<file path="src/design/calc_pkg.sv">
`default_nettype none

package calc_pkg;

    // Width of operands, results and the display register
    parameter int DATA_W = 16;

    // Operator keys arrive one-hot from the keypad
    typedef enum logic [2:0] {
        OP_ADD = 3'b001,
        OP_SUB = 3'b010,
        OP_MUL = 3'b100
    } op_t;

    // Operand pair handed to either arithmetic unit
    typedef struct packed {
        logic [DATA_W-1:0] a;                   // Left operand
        logic [DATA_W-1:0] b;                   // Right operand
    } operands_t;

    // Request to the add/subtract unit
    typedef struct packed {
        logic start;                            // One-cycle launch
        logic sub;                              // 1 selects a - b
    } arith_ctl_t;

endpackage

`default_nettype wire

</file>
<file path="src/design/add_sub_unit.sv">
`timescale 1ns/1ps
`default_nettype none

module add_sub_unit (
    input  logic                        clk,
    input  logic                        nRST,
    input  calc_pkg::arith_ctl_t        ctl,
    input  calc_pkg::operands_t         operands,
    output logic [calc_pkg::DATA_W-1:0] result,
    output logic                        finish
);

    logic [calc_pkg::DATA_W-1:0] sum;           // Wraps modulo 2^DATA_W

    always_comb begin
        if (ctl.sub) begin
            sum = operands.a - operands.b;
        end else begin
            sum = operands.a + operands.b;
        end
    end

    // Result register, loaded only on a request
    always_ff @(posedge clk) begin
        if (ctl.start) begin
            result <= sum;
        end
    end

    always_ff @(posedge clk or negedge nRST) begin
        if (!nRST) begin
            finish <= 1'b0;
        end else begin
            finish <= ctl.start;                // Done one cycle after start
        end
    end

    // The controller waits for finish before the next start, so finish
    // can never stay up for two cycles in a row
    assert property (@(posedge clk) disable iff (!nRST)
        finish |=> !finish)
        else $error("add_sub_unit: finish held for more than one cycle");

endmodule

`default_nettype wire

</file>
<file path="src/design/mult_unit.sv">
`timescale 1ns/1ps
`default_nettype none

module mult_unit #(
    parameter int MULT_STEP = 1                 // Multiplier bits retired per cycle
) (
    input  logic                        clk,
    input  logic                        nRST,
    input  logic                        start,
    input  calc_pkg::operands_t         operands,
    output logic [calc_pkg::DATA_W-1:0] product,
    output logic                        finish
);

    localparam int W     = calc_pkg::DATA_W;
    localparam int STEPS = W / MULT_STEP;       // Cycles from start to finish
    localparam int CNT_W = $clog2(STEPS + 1);

    if (W % MULT_STEP != 0) begin : g_step_check
        $error("mult_unit: MULT_STEP must divide DATA_W");
    end

    logic [W-1:0]     mcand;                    // Shifts left by MULT_STEP
    logic [W-1:0]     mplier;                   // Shifts right by MULT_STEP
    logic [W-1:0]     acc;
    logic [CNT_W-1:0] count;                    // Steps still to run
    logic             busy;

    // Sum of the partial products for the low MULT_STEP multiplier bits
    function automatic logic [W-1:0] partial(input logic [W-1:0] mc,
                                             input logic [W-1:0] mp);
        logic [W-1:0] sum;
        sum = '0;
        for (int i = 0; i < MULT_STEP; i++) begin
            if (mp[i]) begin
                sum = sum + (mc << i);
            end
        end
        return sum;
    endfunction

    // First step runs on the start edge itself
    always_ff @(posedge clk) begin
        if (start) begin
            acc    <= partial(operands.a, operands.b);
            mcand  <= operands.a << MULT_STEP;
            mplier <= operands.b >> MULT_STEP;
        end else if (busy) begin
            acc    <= acc + partial(mcand, mplier);
            mcand  <= mcand << MULT_STEP;
            mplier <= mplier >> MULT_STEP;
        end
    end

    always_ff @(posedge clk or negedge nRST) begin
        if (!nRST) begin
            busy   <= 1'b0;
            count  <= '0;
            finish <= 1'b0;
        end else begin
            finish <= 1'b0;
            if (start) begin
                busy  <= 1'b1;
                count <= CNT_W'(STEPS - 1);
            end else if (busy) begin
                count <= count - 1'b1;
                if (count == CNT_W'(1)) begin
                    busy   <= 1'b0;           // Last step in this cycle
                    finish <= 1'b1;
                end
            end
        end
    end

    assign product = acc;                       // Low W bits only

    assert property (@(posedge clk) disable iff (!nRST)
        start |-> !busy)
        else $error("mult_unit: start while a multiplication is running");

endmodule

`default_nettype wire

</file>
<file path="src/design/calc_ctrl.sv">
`timescale 1ns/1ps
`default_nettype none

module calc_ctrl (
    input  logic                        clk,
    input  logic                        nRST,
    input  logic [3:0]                  key_digit,
    input  logic                        key_valid,
    input  calc_pkg::op_t               op_code,
    input  logic                        op_valid,
    input  logic                        equal,
    output logic                        ready,
    output logic                        complete,
    output logic [calc_pkg::DATA_W-1:0] display,
    output calc_pkg::arith_ctl_t        add_ctl,
    output calc_pkg::operands_t         add_operands,
    input  logic [calc_pkg::DATA_W-1:0] add_result,
    input  logic                        add_finish,
    output logic                        mul_start,
    output calc_pkg::operands_t         mul_operands,
    input  logic [calc_pkg::DATA_W-1:0] mul_product,
    input  logic                        mul_finish
);

    localparam int W = calc_pkg::DATA_W;

    typedef enum logic [2:0] {
        S_ENTER_A,                              // Building the first operand
        S_SCALE,                                // Operand times ten on the multiplier
        S_ADD_DIGIT,                            // Adding the new digit
        S_ENTER_B,                              // Building the second operand
        S_COMPUTE,                              // Waiting on the final result
        S_SHOW                                  // Result cycle, keys still taken
    } state_t;

    state_t        state;
    logic [W-1:0]  op_a;
    logic [W-1:0]  op_b;
    logic          build_b;                     // Digits go to op_b when set
    calc_pkg::op_t op_q;                        // Latched operator
    logic [3:0]    digit_q;

    logic         digit_accept;
    logic         op_accept;
    logic         eq_accept;
    logic         scale_done;
    logic         add_done;
    logic         calc_done;
    logic         is_mul;
    logic [W-1:0] cur_operand;

    assign ready    = (state == S_ENTER_A) || (state == S_ENTER_B) || (state == S_SHOW);
    assign complete = (state == S_SHOW);

    // Digit beats operator beats equals if strobes coincide
    assign digit_accept = ready && key_valid;
    assign op_accept    = ready && op_valid && !key_valid && !build_b;
    assign eq_accept    = ready && equal && !key_valid && !op_valid && build_b;

    assign is_mul      = (op_q == calc_pkg::OP_MUL);
    assign scale_done  = (state == S_SCALE) && mul_finish;
    assign add_done    = (state == S_ADD_DIGIT) && add_finish;
    assign calc_done   = (state == S_COMPUTE) && (is_mul ? mul_finish : add_finish);
    assign cur_operand = build_b ? op_b : op_a;

    always_ff @(posedge clk or negedge nRST) begin
        if (!nRST) begin
            state     <= S_ENTER_A;
            op_a      <= '0;
            op_b      <= '0;
            build_b   <= 1'b0;
            op_q      <= calc_pkg::OP_ADD;
            display   <= '0;
            mul_start <= 1'b0;
            add_ctl   <= '0;
        end else begin
            mul_start     <= 1'b0;              // Starts are single-cycle
            add_ctl.start <= 1'b0;
            case (state)
                S_ENTER_A, S_ENTER_B, S_SHOW: begin
                    if (digit_accept) begin
                        mul_start <= 1'b1;
                        state     <= S_SCALE;
                    end else if (op_accept) begin
                        op_q    <= op_code;
                        build_b <= 1'b1;
                        state   <= S_ENTER_B;
                    end else if (eq_accept) begin
                        if (is_mul) begin
                            mul_start <= 1'b1;
                        end else begin
                            add_ctl <= '{start: 1'b1, sub: (op_q == calc_pkg::OP_SUB)};
                        end
                        state <= S_COMPUTE;
                    end else if (state == S_SHOW) begin
                        state <= S_ENTER_A;
                    end
                end
                S_SCALE: begin
                    if (scale_done) begin
                        add_ctl <= '{start: 1'b1, sub: 1'b0};
                        state   <= S_ADD_DIGIT;
                    end
                end
                S_ADD_DIGIT: begin
                    if (add_done) begin
                        if (build_b) begin
                            op_b  <= add_result;
                            state <= S_ENTER_B;
                        end else begin
                            op_a  <= add_result;
                            state <= S_ENTER_A;
                        end
                    end
                end
                S_COMPUTE: begin
                    if (calc_done) begin
                        display <= is_mul ? mul_product : add_result;
                        op_a    <= '0;          // Next entry starts from zero
                        op_b    <= '0;
                        build_b <= 1'b0;
                        state   <= S_SHOW;
                    end
                end
                default: state <= S_ENTER_A;
            endcase
        end
    end

    // Operand payloads, valid on the cycle their start is high
    always_ff @(posedge clk) begin
        if (digit_accept) begin
            digit_q      <= key_digit;
            mul_operands <= '{a: cur_operand, b: W'(10)};
        end else if (eq_accept) begin
            mul_operands <= '{a: op_a, b: op_b};
        end
        if (scale_done) begin
            add_operands <= '{a: mul_product, b: {{(W - 4){1'b0}}, digit_q}};
        end else if (eq_accept) begin
            add_operands <= '{a: op_a, b: op_b};
        end
    end

    assert property (@(posedge clk) disable iff (!nRST)
        op_accept |-> $onehot(op_code))
        else $error("calc_ctrl: operator key is not one-hot");

endmodule

`default_nettype wire

</file>
<file path="src/design/calc_top.sv">
`timescale 1ns/1ps
`default_nettype none

module calc_top #(
    parameter int MULT_STEP = 1                 // Passed to the multiplier
) (
    input  logic                        clk,
    input  logic                        nRST,
    input  logic [3:0]                  key_digit,
    input  logic                        key_valid,
    input  calc_pkg::op_t               op_code,
    input  logic                        op_valid,
    input  logic                        equal,
    output logic                        ready,
    output logic                        complete,
    output logic [calc_pkg::DATA_W-1:0] display
);

    calc_pkg::arith_ctl_t        add_ctl;
    calc_pkg::operands_t         add_operands;
    logic [calc_pkg::DATA_W-1:0] add_result;
    logic                        add_finish;
    logic                        mul_start;
    calc_pkg::operands_t         mul_operands;
    logic [calc_pkg::DATA_W-1:0] mul_product;
    logic                        mul_finish;

    calc_ctrl ctrl0 (
        .clk          (clk),
        .nRST         (nRST),
        .key_digit    (key_digit),
        .key_valid    (key_valid),
        .op_code      (op_code),
        .op_valid     (op_valid),
        .equal        (equal),
        .ready        (ready),
        .complete     (complete),
        .display      (display),
        .add_ctl      (add_ctl),
        .add_operands (add_operands),
        .add_result   (add_result),
        .add_finish   (add_finish),
        .mul_start    (mul_start),
        .mul_operands (mul_operands),
        .mul_product  (mul_product),
        .mul_finish   (mul_finish)
    );

    add_sub_unit add0 (
        .clk      (clk),
        .nRST     (nRST),
        .ctl      (add_ctl),
        .operands (add_operands),
        .result   (add_result),
        .finish   (add_finish)
    );

    mult_unit #(
        .MULT_STEP (MULT_STEP)
    ) mul0 (
        .clk      (clk),
        .nRST     (nRST),
        .start    (mul_start),
        .operands (mul_operands),
        .product  (mul_product),
        .finish   (mul_finish)
    );

endmodule

`default_nettype wire

</file>
<file path="config.mk">
export PLATFORM = sky130hd
export DESIGN_NAME = calc_top
export DESIGN_NICKNAME = d
export VERILOG_FILES = /design/src/design/calc_pkg.sv /design/src/design/add_sub_unit.sv /design/src/design/mult_unit.sv /design/src/design/calc_ctrl.sv /design/src/design/calc_top.sv
export SDC_FILE = /design/constraint.sdc
export NUM_CORES = 1
export LEC_CHECK = 0
export ABC_AREA = 1
export ABC_CLOCK_PERIOD_IN_PS = 6000
export BUFFER_PORTS_ARGS = -buffer_cell sky130_fd_sc_hd__buf_4
export CAP_MARGIN = 5
export CORE_ASPECT_RATIO = 0.9
export CORE_MARGIN = 4
export CORE_UTILIZATION = 35
export CTS_BUF_LIST = sky130_fd_sc_hd__clkbuf_8
export DETAILED_ROUTE_END_ITERATION = 12
export GPL_ROUTABILITY_DRIVEN = 0
export HOLD_SLACK_MARGIN = 0.12
export SLEW_MARGIN = 5
export SYNTH_ARGS = -nofsm -noshare
export SYNTH_HDL_FRONTEND = slang
export SYNTH_SLANG_ARGS = --single-unit
</file>
<file path="constraint.sdc">
create_clock -name clk -period 6 [get_ports clk]
set_input_delay 0.3 -clock clk [delete_from_list [all_inputs] [get_ports clk]]
set_output_delay 0.3 -clock clk [all_outputs]
set_load 0.01 [all_outputs]
</file>
==> impl_metrics.toml <==
[yosys]
yosysTopAreaCell = "edfxtp_1"
syn_nets = 1225
synth_cell_types = 34
async_reset_ff_share_pct = 33.67
synth.avg_cell_area_sq_um = 8.482
synth_seq_cells = 196
ys_seq_area_share_pct = 52.76
synthTopCellsByArea = "edfxtp_1 (31%), dfrtp_1 (16%), nand2_1 (13%), o21ai_0 (6.4%), inv_1 (5.6%)"
yosys.area.top_type_share_pct = 30.63
yosys_warnings = 0
postSynthCellCount = 1179
synth_area_sq_um = 10000
ys.flop_type = "edfxtp_1"
synth-edff-count = 102

[pwr]
vdd.ir_drop.worst_uv = 183.8
total_power_mw = 5.151
power_density_nw_per_um2 = 467.4
p_leak_nw = 5.339

[clock_network]
cts_buffer_depth = 2
clkSinkCount = 196
cts_tree = "yes"
cts_made_buffers = 17
clk_latency_ns = 0.47
htreeDepth = 4
cts_root_buf = "clkbuf_8"
clkTransAtPathRegs_ns = 0.11

[detailed_routing]
drt_iter0_drc = 793
num_vias = 7845
drc = 0
wl_per_cell_um = 15.86
viasPerCell = 4.984
drt.antenna.violating_nets = 0
first_pass_iters = 5
postRouteWirelength_mm = 24.96

[cells_and_area]
final_common_cell = "nand2_1"
syn2layout_area_growth_pct = 10.18
final_nets = 1247
final_cell_mix = "nand2_1 (358), inv_1 (150), o21ai_0 (128), edfxtp_1 (102), nand3_1 (75)"
diodes = 0
drive_gt1_share_pct = 6.919
fillers = 2773

[setup_path]
critPathMaxStageDelay_ns = 0.68
crit_chain = "inv_1 > nor2_1 > nand2_1 > nand3_2 > nand2_2 > nand2_1 > buf_4"
slowest_stage = "nand2_1"
cp_top_family = "simple AND/OR/NAND/NOR gates"
arrival_ns = 3.14
setup.worst_path.class = "reg2reg"
critPathCaptureType = "flop"
start_kind = "flop"
critPathBufInv = 2
worst_path_most_repeated_cell = "nand2_1"
crit_fanout = 40
cp.required_ns = 6.21

[global_route]
grt_util_all_layers_pct = 16.18
grt_max_degree = 67
grt_pass1_vias = 7394
antenna_found_initial = 0
grt_pass1_wl_mm = 40.03
grt_overflow = 0

[die]
die_w_um = 186.2
rows = 58
start_util_pct = 35.61
dieArea_sq_um = 31350
io_pins = 30
die_h_um = 168.4
core_area_sq_um = 28080

[timing]
worst_pin_slew_ns = 0.9255
post-route-period-util_pct = 48.72
setup_viol = 0
rsz0062_at_grt = "no"
tns_ns = 0
clock_skew_ns = 0.01767
max_freq_mhz = 342.1
timing.final.max_slew_violations = 0
finalHoldViolations = 0
relSlewSlack_pct = 38.24
layout_min_cycle_time_ns = 2.923

[placement]
io_buffer_count = 29
dpl.hpwl_mm = 17.71

[worst_hold_path]
hp-class = "in2reg"

[status]
status = "completed"

[job]
maxCapViolCount = 0
[per-layer routing]
layer / up-vias / part of all wire, % / GRT usage [%]
li1: 3905 / - / -
met1: 3676 / 48 / 23.45
met2: 236 / 45 / 25.02
met3: 28 / 5.2 / 2.787
met4: 0 / 1.9 / 4.466
met5: - / 0 / 0
[timing repair]
item / CTS / global route
setup buffers: 0 / 0
resized for setup: 0 / 0
endpoints found under the hold margin: 72 / 0
hold buffers: 8 / 0
[cell type report]
cell class | instances | area (sq um) | share of cell area [%]
Clock inverter | 15 | 173.9 | 1.578
Multi-Input combinational cell | 788 | 3956 | 35.90
Sequential cell | 196 | 5276 | 47.88
Clock buffer | 17 | 234.0 | 2.123
Inverter | 154 | 578.1 | 5.246
Timing Repair Buffer | 44 | 350.3 | 3.179
Tap cell | 360 | 450.4 | 4.088
[per-stage QoR]
step	cells	instance area (sq um)	setup WS [ns]	utilization [%]	hold slack, ns
floorplan	1179	10000	3.638	-	0.004409
global placement	1534	10530	3.230	37.50	0.4462
detailed placement	1534	10530	3.104	37.50	0.4468
CTS	1574	11020	3.070	39.24	0.1737
global route	1574	11020	2.870	39.24	0.1940
finish	1574	11020	3.077	39.24	0.2056
[tightest hold or removal path: cells and delay by family]
kind | cells | cell delay [ns]
buf+inv | 1 | 0.11
compound gates | 1 | 0.10
simple gates | 2 | 0.12
[registers in the layout (all words and copies together) (netlist names)]
signal              count
ctrl0.add_operands     32
ctrl0.mul_operands     32
add0.result            16
ctrl0.display          16
ctrl0.op_a             16
ctrl0.op_b             16
mul0.product           16
mul0.mcand             15
mul0.mplier            15
mul0.count              5
ctrl0.digit_q           4
ctrl0.op_q              3
ctrl0.state             3
ctrl0.add_ctl           2
add0.finish             1
ctrl0.build_b           1
ctrl0.mul_start         1
mul0.busy               1
mul0.finish             1
[cells by family after synthesis]
logic type / Yosys count / synth area share, %
DFF: 196 / 52.76
adders and majority gates: 34 / 4.404
muxes: 16 / 1.614
xor gates and xnor gates: 24 / 2.102
and+or+nand+nor: 511 / 20.82
buffers and inverters: 195 / 7.757
AOI/OAI and AO/OA: 203 / 10.55
[path summary, 6_finish.rpt]
kind / from / end / slack, ns / depth (start not counted)
setup / recovery: ctrl0.state[0]$_DFFE_PN0P_ / ctrl0.add_operands[18]$_DFFE_PP_ / 3.08 / 7
min in group asynchronous: nRST / ctrl0.op_q[2]$_DFFE_PN0P_ / 0.48 / 2
max in group asynchronous: nRST / mul0.count[3]$_DFFE_PN0N_ / 4.91 / 2
setup reg to reg: ctrl0.state[0]$_DFFE_PN0P_ / ctrl0.add_operands[18]$_DFFE_PP_ / 3.08 / 7
hold reg to reg: ctrl0.mul_operands[9]$_SDFFE_PN0N_ / ctrl0.mul_operands[9]$_SDFFE_PN0N_ / 0.47 / 2
hold / removal: key_valid / ctrl0.mul_operands[15]$_SDFFE_PN0N_ / 0.21 / 4
[where the power goes]
group / total (mW) / leakage [nW] / internal (mW) / switching (mW)
Combinational: 2.08 / 3.04 / 0.708 / 1.37
Sequential: 2.17 / 2.09 / 1.92 / 0.255
Clock: 0.898 / 0.207 / 0.382 / 0.516
Total: 5.15 / 5.34 / 3.01 / 2.14
[Yosys cell counts (7+ instances only)]
cell / instances
nand2_1: 359
nand4_1: 7
o21ai_1: 21
clkbuf_1: 22
o21ai_0: 128
o22ai_1: 20
buf_2: 11
mux2i_1: 15
ha_1: 32
edfxtp_1: 102
a21oi_1: 29
xor2_1: 21
dfrtp_1: 65
dfxtp_1: 28
nor2_1: 52
nand3_1: 75
inv_1: 150
Note: power is estimated with default switching activity, not from simulation.
